`src/lce_pkg.sv`:
```
// lce message type enums, field widths, id typedefs and packed word width functions
package lce_pkg;

  // fixed field widths of the message words
  localparam int req_type_width_c  = 3;
  localparam int resp_type_width_c = 2;
  localparam int cmd_type_width_c  = 3;
  localparam int uc_size_width_c   = 2;
  localparam int lce_id_width_c    = 4;
  localparam int cce_id_width_c    = 4;

  typedef logic [lce_id_width_c-1:0] lce_id_t;
  typedef logic [cce_id_width_c-1:0] cce_id_t;

  // outbound request types
  typedef enum logic [req_type_width_c-1:0] {
    e_req_rd    = 3'd0,
    e_req_wr    = 3'd1,
    e_req_uc_rd = 3'd2,
    e_req_uc_wr = 3'd3
  } req_type_e;

  // outbound response types
  typedef enum logic [resp_type_width_c-1:0] {
    e_resp_coh_ack = 2'd2
  } resp_type_e;

  // inbound command types, codes 4 to 7 are reserved
  typedef enum logic [cmd_type_width_c-1:0] {
    e_cmd_set_tag        = 3'd0,
    e_cmd_set_tag_wakeup = 3'd1,
    e_cmd_data           = 3'd2,
    e_cmd_uc_data        = 3'd3
  } cmd_type_e;

  // uncached access size
  typedef enum logic [uc_size_width_c-1:0] {
    e_uc_byte  = 2'd0,
    e_uc_half  = 2'd1,
    e_uc_word  = 2'd2,
    e_uc_dword = 2'd3
  } uc_size_e;

  // command word is {type, dst lce, addr}
  function automatic int cmd_width_f(int paddr_width);
    return cmd_type_width_c + lce_id_width_c + paddr_width;
  endfunction

  // request word is {type, dst cce, src lce, addr, lru way, dirty, size, data}
  function automatic int req_width_f(int paddr_width, int assoc, int dword_width);
    return req_type_width_c + cce_id_width_c + lce_id_width_c + paddr_width
      + $clog2(assoc) + 1 + uc_size_width_c + dword_width;
  endfunction

  // response word is {type, dst cce, src lce, addr}
  function automatic int resp_width_f(int paddr_width);
    return resp_type_width_c + cce_id_width_c + lce_id_width_c + paddr_width;
  endfunction

endpackage

```
`src/lce_cmd_decode.sv`:
```
// cce command decode with target lce filter and registered resolution strobes
`timescale 1ns/10ps

module lce_cmd_decode #(
  parameter int  paddr_width_p = 32,
  localparam int cmd_width_lp  = lce_pkg::cmd_width_f(paddr_width_p)
) (
  input  logic                    clk_i,
  input  logic                    reset_i,
  input  lce_pkg::lce_id_t        lce_id_i,
  input  logic                    cmd_v_i,
  input  logic [cmd_width_lp-1:0] cmd_i,
  output logic                    set_tag_rcv_o,
  output logic                    wakeup_rcv_o,
  output logic                    data_rcv_o,
  output logic                    uc_data_rcv_o
);

  lce_pkg::cmd_type_e cmd_type;
  lce_pkg::lce_id_t   cmd_dst_id;
  logic               cmd_for_me;
  logic               set_tag_n;
  logic               wakeup_n;
  logic               data_n;
  logic               uc_data_n;

  // field split, type on top and dst id just above the address
  assign cmd_type   = lce_pkg::cmd_type_e'(cmd_i[cmd_width_lp-1 -: lce_pkg::cmd_type_width_c]);
  assign cmd_dst_id = cmd_i[paddr_width_p +: lce_pkg::lce_id_width_c];

  // commands for other lces are dropped here
  assign cmd_for_me = cmd_v_i & (cmd_dst_id == lce_id_i);

  always_comb begin
    set_tag_n = 1'b0;
    wakeup_n  = 1'b0;
    data_n    = 1'b0;
    uc_data_n = 1'b0;
    if (cmd_for_me) begin
      case (cmd_type)
        lce_pkg::e_cmd_set_tag:        set_tag_n = 1'b1;
        lce_pkg::e_cmd_set_tag_wakeup: wakeup_n  = 1'b1;
        lce_pkg::e_cmd_data:           data_n    = 1'b1;
        lce_pkg::e_cmd_uc_data:        uc_data_n = 1'b1;
        // reserved codes give no strobe
        default: ;
      endcase
    end
  end

  // one cycle strobes toward the request fsm
  always_ff @(posedge clk_i) begin
    if (reset_i) begin
      set_tag_rcv_o <= 1'b0;
      wakeup_rcv_o  <= 1'b0;
      data_rcv_o    <= 1'b0;
      uc_data_rcv_o <= 1'b0;
    end else begin
      set_tag_rcv_o <= set_tag_n;
      wakeup_rcv_o  <= wakeup_n;
      data_rcv_o    <= data_n;
      uc_data_rcv_o <= uc_data_n;
    end
  end

endmodule

```
`src/lce_req_fsm.sv`:
```
// miss request fsm: miss capture, request send, resolution wait and coherence ack
`timescale 1ns/10ps

module lce_req_fsm #(
  parameter int  paddr_width_p = 32,
  parameter int  dword_width_p = 64,
  parameter int  lce_assoc_p   = 8,
  localparam int way_width_lp  = $clog2(lce_assoc_p)
) (
  input  logic                     clk_i,
  input  logic                     reset_i,
  input  logic                     load_miss_i,
  input  logic                     store_miss_i,
  input  logic                     lr_miss_i,
  input  logic                     uncached_load_req_i,
  input  logic                     uncached_store_req_i,
  input  logic [paddr_width_p-1:0] miss_addr_i,
  input  logic [way_width_lp-1:0]  lru_way_i,
  input  logic [lce_assoc_p-1:0]   dirty_i,
  input  logic [dword_width_p-1:0] store_data_i,
  input  lce_pkg::uc_size_e        size_op_i,
  input  logic                     set_tag_rcv_i,
  input  logic                     wakeup_rcv_i,
  input  logic                     data_rcv_i,
  input  logic                     uc_data_rcv_i,
  input  logic                     credits_full_i,
  input  logic                     lce_req_ready_i,
  input  logic                     lce_resp_yumi_i,
  output logic                     cache_miss_o,
  output logic [paddr_width_p-1:0] miss_addr_o,
  output logic                     lce_req_uncached_store_o,
  output logic                     req_v_o,
  output lce_pkg::req_type_e       req_type_o,
  output logic [paddr_width_p-1:0] req_addr_o,
  output logic [way_width_lp-1:0]  req_lru_way_o,
  output logic                     req_lru_dirty_o,
  output lce_pkg::uc_size_e        req_uc_size_o,
  output logic [dword_width_p-1:0] req_data_o,
  output logic                     resp_v_o
);

  typedef enum logic [2:0] {
    e_ready,
    e_send_cached,
    e_send_uc_load,
    e_sleep,
    e_send_ack
  } state_e;

  state_e                    state_r, state_n;
  logic                      load_not_store_r, load_not_store_n;
  logic [paddr_width_p-1:0]  miss_addr_r, miss_addr_n;
  lce_pkg::uc_size_e         size_op_r, size_op_n;
  logic [way_width_lp-1:0]   lru_way_r, lru_way_n;
  logic                      dirty_r, dirty_n;
  logic                      lru_held_r, lru_held_n;
  logic                      set_tag_r, set_tag_n;
  logic                      data_r, data_n;

  logic                      set_tag_seen;
  logic                      data_seen;
  logic                      uc_store_ok;
  logic [way_width_lp-1:0]   lru_way_cur;
  logic                      dirty_cur;

  // set_tag and data may land in either order
  assign set_tag_seen = set_tag_r | set_tag_rcv_i;
  assign data_seen    = data_r | data_rcv_i;

  assign uc_store_ok = lce_req_ready_i & ~credits_full_i;

  // lru way and dirty bit frozen after the first send cycle
  assign lru_way_cur = lru_held_r ? lru_way_r : lru_way_i;
  assign dirty_cur   = lru_held_r ? dirty_r : dirty_i[lru_way_i];

  assign miss_addr_o = miss_addr_r;

  always_comb begin
    state_n          = state_r;
    load_not_store_n = load_not_store_r;
    miss_addr_n      = miss_addr_r;
    size_op_n        = size_op_r;
    lru_way_n        = lru_way_r;
    dirty_n          = dirty_r;
    lru_held_n       = lru_held_r;
    set_tag_n        = set_tag_r;
    data_n           = data_r;

    cache_miss_o             = 1'b0;
    lce_req_uncached_store_o = 1'b0;
    req_v_o                  = 1'b0;
    req_type_o               = lce_pkg::e_req_rd;
    req_addr_o               = miss_addr_r;
    req_lru_way_o            = '0;
    req_lru_dirty_o          = 1'b0;
    req_uc_size_o            = lce_pkg::e_uc_byte;
    req_data_o               = '0;
    resp_v_o                 = 1'b0;

    case (state_r)
      e_ready: begin
        if (lr_miss_i | load_miss_i | store_miss_i) begin
          // lr goes out as a write so the block arrives exclusive
          load_not_store_n = load_miss_i & ~lr_miss_i;
          miss_addr_n      = miss_addr_i;
          lru_held_n       = 1'b0;
          set_tag_n        = 1'b0;
          data_n           = 1'b0;
          cache_miss_o     = 1'b1;
          state_n          = e_send_cached;
        end else if (uncached_load_req_i) begin
          miss_addr_n  = miss_addr_i;
          size_op_n    = size_op_i;
          set_tag_n    = 1'b0;
          data_n       = 1'b0;
          cache_miss_o = 1'b1;
          state_n      = e_send_uc_load;
        end else if (uncached_store_req_i) begin
          // fire and forget, sent straight from the miss inputs
          req_v_o                  = uc_store_ok;
          req_type_o               = lce_pkg::e_req_uc_wr;
          req_addr_o               = miss_addr_i;
          req_uc_size_o            = size_op_i;
          req_data_o               = store_data_i;
          cache_miss_o             = ~uc_store_ok;
          lce_req_uncached_store_o = uc_store_ok;
        end
      end

      e_send_cached: begin
        lru_held_n      = 1'b1;
        lru_way_n       = lru_way_cur;
        dirty_n         = dirty_cur;
        req_v_o         = ~credits_full_i;
        req_type_o      = load_not_store_r ? lce_pkg::e_req_rd : lce_pkg::e_req_wr;
        req_lru_way_o   = lru_way_cur;
        req_lru_dirty_o = dirty_cur;
        cache_miss_o    = 1'b1;
        if (lce_req_ready_i & ~credits_full_i) begin
          state_n = e_sleep;
        end
      end

      e_send_uc_load: begin
        req_v_o       = ~credits_full_i;
        req_type_o    = lce_pkg::e_req_uc_rd;
        req_uc_size_o = size_op_r;
        cache_miss_o  = 1'b1;
        if (lce_req_ready_i & ~credits_full_i) begin
          state_n = e_sleep;
        end
      end

      e_sleep: begin
        cache_miss_o = 1'b1;
        set_tag_n    = set_tag_seen;
        data_n       = data_seen;
        if (wakeup_rcv_i) begin
          state_n = e_send_ack;
        end else if (uc_data_rcv_i) begin
          // uncached load done, no ack owed
          state_n = e_ready;
        end else if (set_tag_seen & data_seen) begin
          state_n = e_send_ack;
        end
      end

      e_send_ack: begin
        resp_v_o     = 1'b1;
        cache_miss_o = 1'b1;
        if (lce_resp_yumi_i) begin
          state_n = e_ready;
        end
      end

      default: begin
        state_n = e_ready;
      end
    endcase
  end

  always_ff @(posedge clk_i) begin
    if (reset_i) begin
      state_r    <= e_ready;
      lru_held_r <= 1'b0;
      set_tag_r  <= 1'b0;
      data_r     <= 1'b0;
    end else begin
      state_r    <= state_n;
      lru_held_r <= lru_held_n;
      set_tag_r  <= set_tag_n;
      data_r     <= data_n;
    end
  end

  // captured miss fields
  always_ff @(posedge clk_i) begin
    load_not_store_r <= load_not_store_n;
    miss_addr_r      <= miss_addr_n;
    size_op_r        <= size_op_n;
    lru_way_r        <= lru_way_n;
    dirty_r          <= dirty_n;
  end

endmodule

```
`src/lce_msg_out.sv`:
```
// request and response word packing, destination cce select and request credit counter
`timescale 1ns/10ps

module lce_msg_out #(
  parameter int  paddr_width_p = 32,
  parameter int  dword_width_p = 64,
  parameter int  lce_assoc_p   = 8,
  parameter int  num_cce_p     = 4,
  parameter int  credits_p     = 4,
  localparam int way_width_lp  = $clog2(lce_assoc_p),
  localparam int req_width_lp  = lce_pkg::req_width_f(paddr_width_p, lce_assoc_p, dword_width_p),
  localparam int resp_width_lp = lce_pkg::resp_width_f(paddr_width_p)
) (
  input  logic                     clk_i,
  input  logic                     reset_i,
  input  lce_pkg::lce_id_t         lce_id_i,
  input  logic                     req_v_i,
  input  lce_pkg::req_type_e       req_type_i,
  input  logic [paddr_width_p-1:0] req_addr_i,
  input  logic [way_width_lp-1:0]  req_lru_way_i,
  input  logic                     req_lru_dirty_i,
  input  lce_pkg::uc_size_e        req_uc_size_i,
  input  logic [dword_width_p-1:0] req_data_i,
  input  logic                     resp_v_i,
  input  logic                     lce_req_ready_i,
  input  logic                     credit_return_i,
  output logic [req_width_lp-1:0]  lce_req_o,
  output logic                     lce_req_v_o,
  output logic [resp_width_lp-1:0] lce_resp_o,
  output logic                     lce_resp_v_o,
  output logic                     credits_full_o
);

  // block offset is word offset plus byte offset
  localparam int block_offset_lp  = $clog2(lce_assoc_p) + $clog2(dword_width_p / 8);
  localparam int cce_sel_width_lp = (num_cce_p > 1) ? $clog2(num_cce_p) : 1;
  localparam int credit_width_lp  = $clog2(credits_p + 1);

  lce_pkg::cce_id_t           dst_cce;
  logic                       req_accept;
  logic [credit_width_lp-1:0] credit_count_r;

  // directories interleaved on the bits just above the block offset
  assign dst_cce = (num_cce_p > 1)
    ? lce_pkg::cce_id_t'(req_addr_i[block_offset_lp +: cce_sel_width_lp])
    : '0;

  assign lce_req_o = {
    req_type_i,
    dst_cce,
    lce_id_i,
    req_addr_i,
    req_lru_way_i,
    req_lru_dirty_i,
    req_uc_size_i,
    req_data_i
  };
  assign lce_req_v_o = req_v_i;

  // the only response sent is the coherence ack
  assign lce_resp_o   = {lce_pkg::e_resp_coh_ack, dst_cce, lce_id_i, req_addr_i};
  assign lce_resp_v_o = resp_v_i;

  assign req_accept = req_v_i & lce_req_ready_i;

  // outstanding requests, up on accept and down on credit return
  always_ff @(posedge clk_i) begin
    if (reset_i) begin
      credit_count_r <= '0;
    end else if (req_accept & ~credit_return_i) begin
      credit_count_r <= credit_count_r + 1'b1;
    end else if (~req_accept & credit_return_i & (credit_count_r != '0)) begin
      credit_count_r <= credit_count_r - 1'b1;
    end
  end

  assign credits_full_o = (credit_count_r == credit_width_lp'(credits_p));

endmodule

```
`src/lce_top.sv`:
```
// lce miss engine top with command decode, request fsm and message output stages
`timescale 1ns/10ps

module lce_top #(
  parameter int  paddr_width_p = 32,
  parameter int  dword_width_p = 64,
  parameter int  lce_assoc_p   = 8,
  parameter int  num_cce_p     = 4,
  parameter int  credits_p     = 4,
  localparam int way_width_lp  = $clog2(lce_assoc_p),
  localparam int cmd_width_lp  = lce_pkg::cmd_width_f(paddr_width_p),
  localparam int req_width_lp  = lce_pkg::req_width_f(paddr_width_p, lce_assoc_p, dword_width_p),
  localparam int resp_width_lp = lce_pkg::resp_width_f(paddr_width_p)
) (
  input  logic                     clk_i,
  input  logic                     reset_i,
  input  logic                     load_miss_i,
  input  logic                     store_miss_i,
  input  logic                     lr_miss_i,
  input  logic                     uncached_load_req_i,
  input  logic                     uncached_store_req_i,
  input  logic [paddr_width_p-1:0] miss_addr_i,
  input  logic [way_width_lp-1:0]  lru_way_i,
  input  logic [lce_assoc_p-1:0]   dirty_i,
  input  logic [dword_width_p-1:0] store_data_i,
  input  lce_pkg::uc_size_e        size_op_i,
  input  lce_pkg::lce_id_t         lce_id_i,
  input  logic                     cmd_v_i,
  input  logic [cmd_width_lp-1:0]  cmd_i,
  input  logic                     credit_return_i,
  output logic                     cache_miss_o,
  output logic [paddr_width_p-1:0] miss_addr_o,
  output logic                     lce_req_uncached_store_o,
  output logic [req_width_lp-1:0]  lce_req_o,
  output logic                     lce_req_v_o,
  input  logic                     lce_req_ready_i,
  output logic [resp_width_lp-1:0] lce_resp_o,
  output logic                     lce_resp_v_o,
  input  logic                     lce_resp_yumi_i
);

  logic                     set_tag_rcv;
  logic                     wakeup_rcv;
  logic                     data_rcv;
  logic                     uc_data_rcv;
  logic                     req_v;
  lce_pkg::req_type_e       req_type;
  logic [paddr_width_p-1:0] req_addr;
  logic [way_width_lp-1:0]  req_lru_way;
  logic                     req_lru_dirty;
  lce_pkg::uc_size_e        req_uc_size;
  logic [dword_width_p-1:0] req_data;
  logic                     resp_v;
  logic                     credits_full;

  // decode stage
  lce_cmd_decode #(
    .paddr_width_p(paddr_width_p)
  ) lce_cmd_decode_inst (
    .clk_i        (clk_i),
    .reset_i      (reset_i),
    .lce_id_i     (lce_id_i),
    .cmd_v_i      (cmd_v_i),
    .cmd_i        (cmd_i),
    .set_tag_rcv_o(set_tag_rcv),
    .wakeup_rcv_o (wakeup_rcv),
    .data_rcv_o   (data_rcv),
    .uc_data_rcv_o(uc_data_rcv)
  );

  // execute stage
  lce_req_fsm #(
    .paddr_width_p(paddr_width_p),
    .dword_width_p(dword_width_p),
    .lce_assoc_p  (lce_assoc_p)
  ) lce_req_fsm_inst (
    .clk_i                   (clk_i),
    .reset_i                 (reset_i),
    .load_miss_i             (load_miss_i),
    .store_miss_i            (store_miss_i),
    .lr_miss_i               (lr_miss_i),
    .uncached_load_req_i     (uncached_load_req_i),
    .uncached_store_req_i    (uncached_store_req_i),
    .miss_addr_i             (miss_addr_i),
    .lru_way_i               (lru_way_i),
    .dirty_i                 (dirty_i),
    .store_data_i            (store_data_i),
    .size_op_i               (size_op_i),
    .set_tag_rcv_i           (set_tag_rcv),
    .wakeup_rcv_i            (wakeup_rcv),
    .data_rcv_i              (data_rcv),
    .uc_data_rcv_i           (uc_data_rcv),
    .credits_full_i          (credits_full),
    .lce_req_ready_i         (lce_req_ready_i),
    .lce_resp_yumi_i         (lce_resp_yumi_i),
    .cache_miss_o            (cache_miss_o),
    .miss_addr_o             (miss_addr_o),
    .lce_req_uncached_store_o(lce_req_uncached_store_o),
    .req_v_o                 (req_v),
    .req_type_o              (req_type),
    .req_addr_o              (req_addr),
    .req_lru_way_o           (req_lru_way),
    .req_lru_dirty_o         (req_lru_dirty),
    .req_uc_size_o           (req_uc_size),
    .req_data_o              (req_data),
    .resp_v_o                (resp_v)
  );

  // result stage
  lce_msg_out #(
    .paddr_width_p(paddr_width_p),
    .dword_width_p(dword_width_p),
    .lce_assoc_p  (lce_assoc_p),
    .num_cce_p    (num_cce_p),
    .credits_p    (credits_p)
  ) lce_msg_out_inst (
    .clk_i          (clk_i),
    .reset_i        (reset_i),
    .lce_id_i       (lce_id_i),
    .req_v_i        (req_v),
    .req_type_i     (req_type),
    .req_addr_i     (req_addr),
    .req_lru_way_i  (req_lru_way),
    .req_lru_dirty_i(req_lru_dirty),
    .req_uc_size_i  (req_uc_size),
    .req_data_i     (req_data),
    .resp_v_i       (resp_v),
    .lce_req_ready_i(lce_req_ready_i),
    .credit_return_i(credit_return_i),
    .lce_req_o      (lce_req_o),
    .lce_req_v_o    (lce_req_v_o),
    .lce_resp_o     (lce_resp_o),
    .lce_resp_v_o   (lce_resp_v_o),
    .credits_full_o (credits_full)
  );

endmodule

```
`config.mk`:
```
export PLATFORM = sky130hd
export DESIGN_NAME = lce_top
export DESIGN_NICKNAME = d
export VERILOG_FILES = /design/src/lce_pkg.sv /design/src/lce_cmd_decode.sv /design/src/lce_req_fsm.sv /design/src/lce_msg_out.sv /design/src/lce_top.sv
export SDC_FILE = /design/constraint.sdc
export NUM_CORES = 1
export LEC_CHECK = 0
export BUFFER_PORTS_ARGS = -buffer_cell sky130_fd_sc_hd__buf_4
export CAP_MARGIN = 10
export CORE_AREA = 2 2 137 139
export CTS_BUF_LIST = sky130_fd_sc_hd__clkbuf_8 sky130_fd_sc_hd__clkbuf_16
export DETAILED_ROUTE_END_ITERATION = 10
export DIE_AREA = 0 0 139 141
export GPL_TIMING_DRIVEN = 1
export SYNTH_ARGS = -nofsm -noshare
export SYNTH_HDL_FRONTEND = slang
export SYNTH_SLANG_ARGS = --single-unit
```
`constraint.sdc`:
```
create_clock -name clk_i -period 5.6 [get_ports clk_i]
set_input_delay 0.56 -clock clk_i [delete_from_list [all_inputs] [get_ports clk_i]]
set_output_delay 0.56 -clock clk_i [all_outputs]
set_load 0.02 [all_outputs]
```
**Word level (Yosys, flattened, before mapping)**

Index checks and enable logic that the tools add are counted.

- Magnitude comparators: 1
- Equal/unequal tests: 14
- Bitwise gates (word level): 19
- Reductions and logical operators: 16
- Add/subtract/negate cells: 2
- Muxes and demuxes: 55

Operator list:

| operator | number |
|---|---|
| $mux 64 | 4 |
| $mux 32 | 6 |
| $mux 3 | 13 |
| $mux 1 | 19 |
| $eq 3x2->1 const B | 4 |
| $pmux 3 s4 | 1 |
| $pmux 1 s2 | 5 |
| $pmux 3 s3 | 1 |
| $and 1x1->1 | 8 |
| $mux 2 | 4 |
| $reduce_and 2->1 | 4 |
| $reduce_bool 2->1 | 4 |
| $not 1->1 | 7 |
| $eq 3x1->1 const B | 2 |
| $eq 3x3->1 const B | 2 |
| $logic_not 3->1 | 2 |
| $eq 4x4->1 | 1 |
| $lt 3x4->1 const B | 1 |
| $ne 2x1->1 const B | 2 |
| $ne 4x3->1 const B | 1 |
| $or 1x1->1 | 4 |
| $pmux 2 s2 | 1 |
| $reduce_and 4->1 | 1 |
| $reduce_or 2->1 | 2 |
| 8 further kinds | 8 |

- Output and inout port bits: 191
- Input bits: 163
- Logic and storage cells: 121
- Bits in registers: 52

**Logic depth before layout (Yosys ltp)**

- Depth in word-level cells: 13
- Depth in mapped cells: 11
- Depth with buffers taken out: 9

**Hierarchy**

A second synthesis with hierarchy kept.

- Cells, all modules: 494
- Area, all modules: 4,192.8 sq um

Modules (own cells, without submodules):

| module | cells an instance | instances | seq. area each (sq um) | area each (sq um) |
|---|---|---|---|---|
| lce_req_fsm | 297 | 1 | 1,291.2 | 2,627.5 |
| lce_msg_out | 180 | 1 | 60.1 | 1,391.3 |
| lce_cmd_decode | 17 | 1 | 80.1 | 173.9 |

**Worst setup path after synthesis**

No wires, ideal clock.

- Path kind: input to output
- From: input load_miss_i
- To: output lce_resp_o[23]
- Arrival: 2,097 ps
- Slack: 2,943 ps
- Buffers on the path: 3
- Data required time: 5,040 ps
- Cell stages on the path: 6
- Cell sequence: nor4_2 and4_1 buf_2 buf_4 mux2_1 buf_4

- Cells in the longest elaborated chain, start to end: 4

Ends and longest elaborated chain:

| what | line | text |
|---|---|---|
| start: declaration | lce_top.sv:17 | `input logic load_miss_i,` |
| $or 1x1->1 (2 in series) | lce_req_fsm.sv:102 | `if (lr_miss_i \| load_miss_i \| store_miss_i) begin` |
| $mux 32 | lce_req_fsm.sv:102 |  |
| $mux 32 | lce_req_fsm.sv:100 | `case (state_r)` |
| end: declaration | lce_top.sv:37 | `output logic [resp_width_lp-1:0] lce_resp_o,` |

No other way between the ends.

**Worst setup path in the final report**

- From: input load_miss_i
- To: output lce_req_o[106]

- Cells in the longest elaborated chain, start to end: 4

Ends and longest elaborated chain:

| what | line | text |
|---|---|---|
| $or 1x1->1 (2 in series) | lce_req_fsm.sv:102 |  |
| $mux 32 | lce_req_fsm.sv:102 |  |
| $mux 32 | lce_req_fsm.sv:100 |  |
| end: declaration | lce_top.sv:34 | `output logic [req_width_lp-1:0] lce_req_o,` |

No other way between the ends.

==> run_results.csv <==
group,metric,value,unit
power_and_ir_drop,powerDensity,394,mW/mm2
synth,yosys_most_used_dff,"edfxtp_1",
floorplanning,die_w,139,um
route,drc_errors,0,
route,routed_via_density,3.86,
synth,yosys.cell_types.count,52,
synth,yosysSeqAreaShare,41.9,%
floorplanning,core,0.0183,mm2
floorplanning,design.portCount,354,
power_and_ir_drop,peakVddDrop,0.209,mV
grt,grt_max_degree,103,
synth,syn_area,0.00341,mm2
outcome,status,"complete, no violations",
clocking,clk_path_buf_depth,2,
layout,final_cells,816,
floorplanning,die-area,0.0196,mm2
layout,diodes,0,
clocking,cts_resized,0,
layout,multi_input_area,0.00150,mm2
timing,final.min_clock_period,3.31,ns
timing,slew-limit-headroom,31.5,%
timing,hold_violations,0,
route,first_iter_violations,71,
place,place_area,0.00562,mm2
route,routedWlPerCell,14.4,um
synth,synth_area_per_cell,10.6,um2
layout,final_cell_mix,"315 x buf_4, 65 x and2_1, 39 x edfxtp_1, 26 x mux2_2",
timing,setup_viol,0,
timing,fin_crit_sh,59.1,%
layout,design_area,0.00576,mm2
setup_path,crit_path_end_kind,"output pin",
setup_path,start_kind,"input pin",
route,ant_nets,0,
grt,grt_pass1_vias,2998,
run,max_cap_viol_count,0,
clocking,path_clk_slew,0.07,ns
place,gp_congestion,0.683,
clocking,hold_buffers,0,
grt,gr-total-overflow,0,
clocking,cts_tree,"done",
clocking,clock_latency,0.30,ns
route,dr_total_vias,3153,
timing,slew_violations,0,
layout,fill_cells,1910,
timing,finClkSkew,0.00600,ns
synth,synth_warnings,0,
timing,worst_slew_pin_slew,1.03,ns
setup_path,worstPathRequired,5.04,ns
clocking,post_cts_buffers,0,
timing,rsz0062_at_grt,"no",
setup_path,path_class,"input pin to output pin",
layout,final_util,31.5,%
timing,fin_setup_tns,0,ns
clocking,cts_max_level,2,
clocking,clock_sinks,52,
synth,ys_async_sr_fraction,0,%
synth,postSynthCellCount,321,
clocking,cts_root_buf,"clkbuf_16",
power_and_ir_drop,p_leak,2.74,nW
floorplanning,rows,50,
grt,antenna_found_initial,0,
floorplanning,die_y,141,um
grt,grt_util_all_layers,11.1,%
layout,layout.area.seq,0.00143,mm2
layout,area_growth,68.6,%
floorplanning,start_util,18.7,%
place,hpwl,9430,um
route,dr.pass1.iters,4,
layout,fin_nets,745,
place,numPortBuffers,314,
timing,timing.fmax,302,MHz
layout,drive_gt1_share,62.0,%
synth,synth_edf_count,39,
place,placedCellCount,808,
grt,grt_pass1_wl,17000,um
setup_path,cp_max_fo,102,
synth,ys_ff_latch,52,
setup_path,arrival,2.75,ns
clocking,cts_buffers,5,
hold_path,worstHoldPathType,"input pin to flop",
route,wirelength,11700,um
layout,final_common_cell,"buf_4",
==> flip-flops by register name, summed over array words and instances, names as in the netlist, 2 cells and up <==
name and count:
lce_req_fsm_inst.miss_addr_o 32, lce_msg_out_inst.credit_count_r 3, lce_req_fsm_inst.lru_way_r 3, lce_req_fsm_inst.state_r 3, lce_req_fsm_inst.size_op_r 2
==> kinds of logic (layout without fill, tap and decap cells) <==
kind of cell	count (synthesis)	count (layout)	share of synthesized area [%]
AND/OR/NAND/NOR	120	120	21.1
buffers and inverters	75	331	14.8
flip-flops	52	52	41.9
multiplexers	38	38	13.2
AO/OA/AOI/OAI	28	28	6.71
XOR/XNOR	5	5	1.50
other	2	7	0.220
adder cells (fa/ha/maj)	1	1	0.586
==> critical path: stages <==
cell and delay (ns):
buf_4 0.12, nor4_2 0.41, and4_4 0.91, mux2_2 0.46
buf_4 0.17
==> final timing paths <==
path | start | end | slack [ns] | depth (start not counted)
max | load_miss_i | lce_req_o[106] | 2.29 | 5
min | miss_addr_i[7] | lce_req_fsm_inst.miss_addr_o[7] | 0.44 | 1
max reg2reg | lce_req_fsm_inst.state_r[0] | lce_msg_out_inst.credit_count_r[2] | 2.93 | 9
min reg2reg | lce_cmd_decode_inst.data_rcv_o | lce_req_fsm_inst.data_r | 0.51 | 2
==> per-stage QoR <==
| step | setup WS [ns] | power (mW) | hold WS (ns) |
|---|---|---|---|
| final | 2.29 | 2.27 | 0.444 |
| after global routing | 2.16 | 2.40 | 0.426 |
| after CTS | 2.26 | 2.31 | 0.424 |
| after detailed placement | 2.26 | 1.99 | 0.509 |
| after global placement | 2.27 | 1.98 | 0.477 |
| after floorplan | 2.94 | 1.52 | 0.466 |
==> cells in the mapped netlist (2+ instances only) <==
cell      instances  share of area (%)
o21ai_0           3               0.44
mux4_2            2                1.3
nor2_1           13                1.4
nand2_1           8               0.88
inv_1             8               0.88
nand3_1           3               0.44
nor3_1            6               0.88
and2_1           65                 12
a311oi_1          2               0.51
a22oi_1           4               0.88
buf_2             2               0.29
a21oi_1           6               0.88
buf_4            55                 12
conb_1            2               0.22
xor2_1            4                1.0
buf_6             2               0.66
a21o_1            2               0.44
and3_1            2               0.37
dfxtp_1          13                7.6
nor2b_1           5               0.92
mux2_1            9                3.0
clkbuf_1          8               0.88
mux2_2           26                8.6
nor3b_1           3               0.66
edfxtp_1         39                 34
o21bai_1          2               0.44
nand2b_1          2               0.37
==> where the power goes <==
group          total, mW  internal (mW)  switching [mW]  leakage (nW)
Clock              0.303          0.162           0.141        0.0762
Combinational       1.31          0.568           0.747          2.18
Sequential         0.652          0.569          0.0828         0.484
Total               2.27           1.30           0.970          2.74
==> cell type report <==
| type | count | share of cell area (%) |
|---|---|---|
| Tap cell | 234 | 5.09 |
| Inverter | 8 | 0.522 |
| Sequential cell | 52 | 24.9 |
| Multi-Input combinational cell | 199 | 26.0 |
| Timing Repair Buffer | 315 | 41.1 |
| Clock inverter | 3 | 0.217 |
| Clock buffer | 5 | 2.17 |
==> routing by layer <==
| layer | track usage, % | wire length (um) | up-vias |
|---|---|---|---|
| li1 | - | - | 1568 |
| met1 | 13.7 | 4820 | 1425 |
| met2 | 19.1 | 5920 | 152 |
| met3 | 3.06 | 898 | 8 |
| met4 | 2.82 | 105 | 0 |
| met5 | 0 | 0 | - |
No activity file was read; power rests on OpenSTA's default activity.
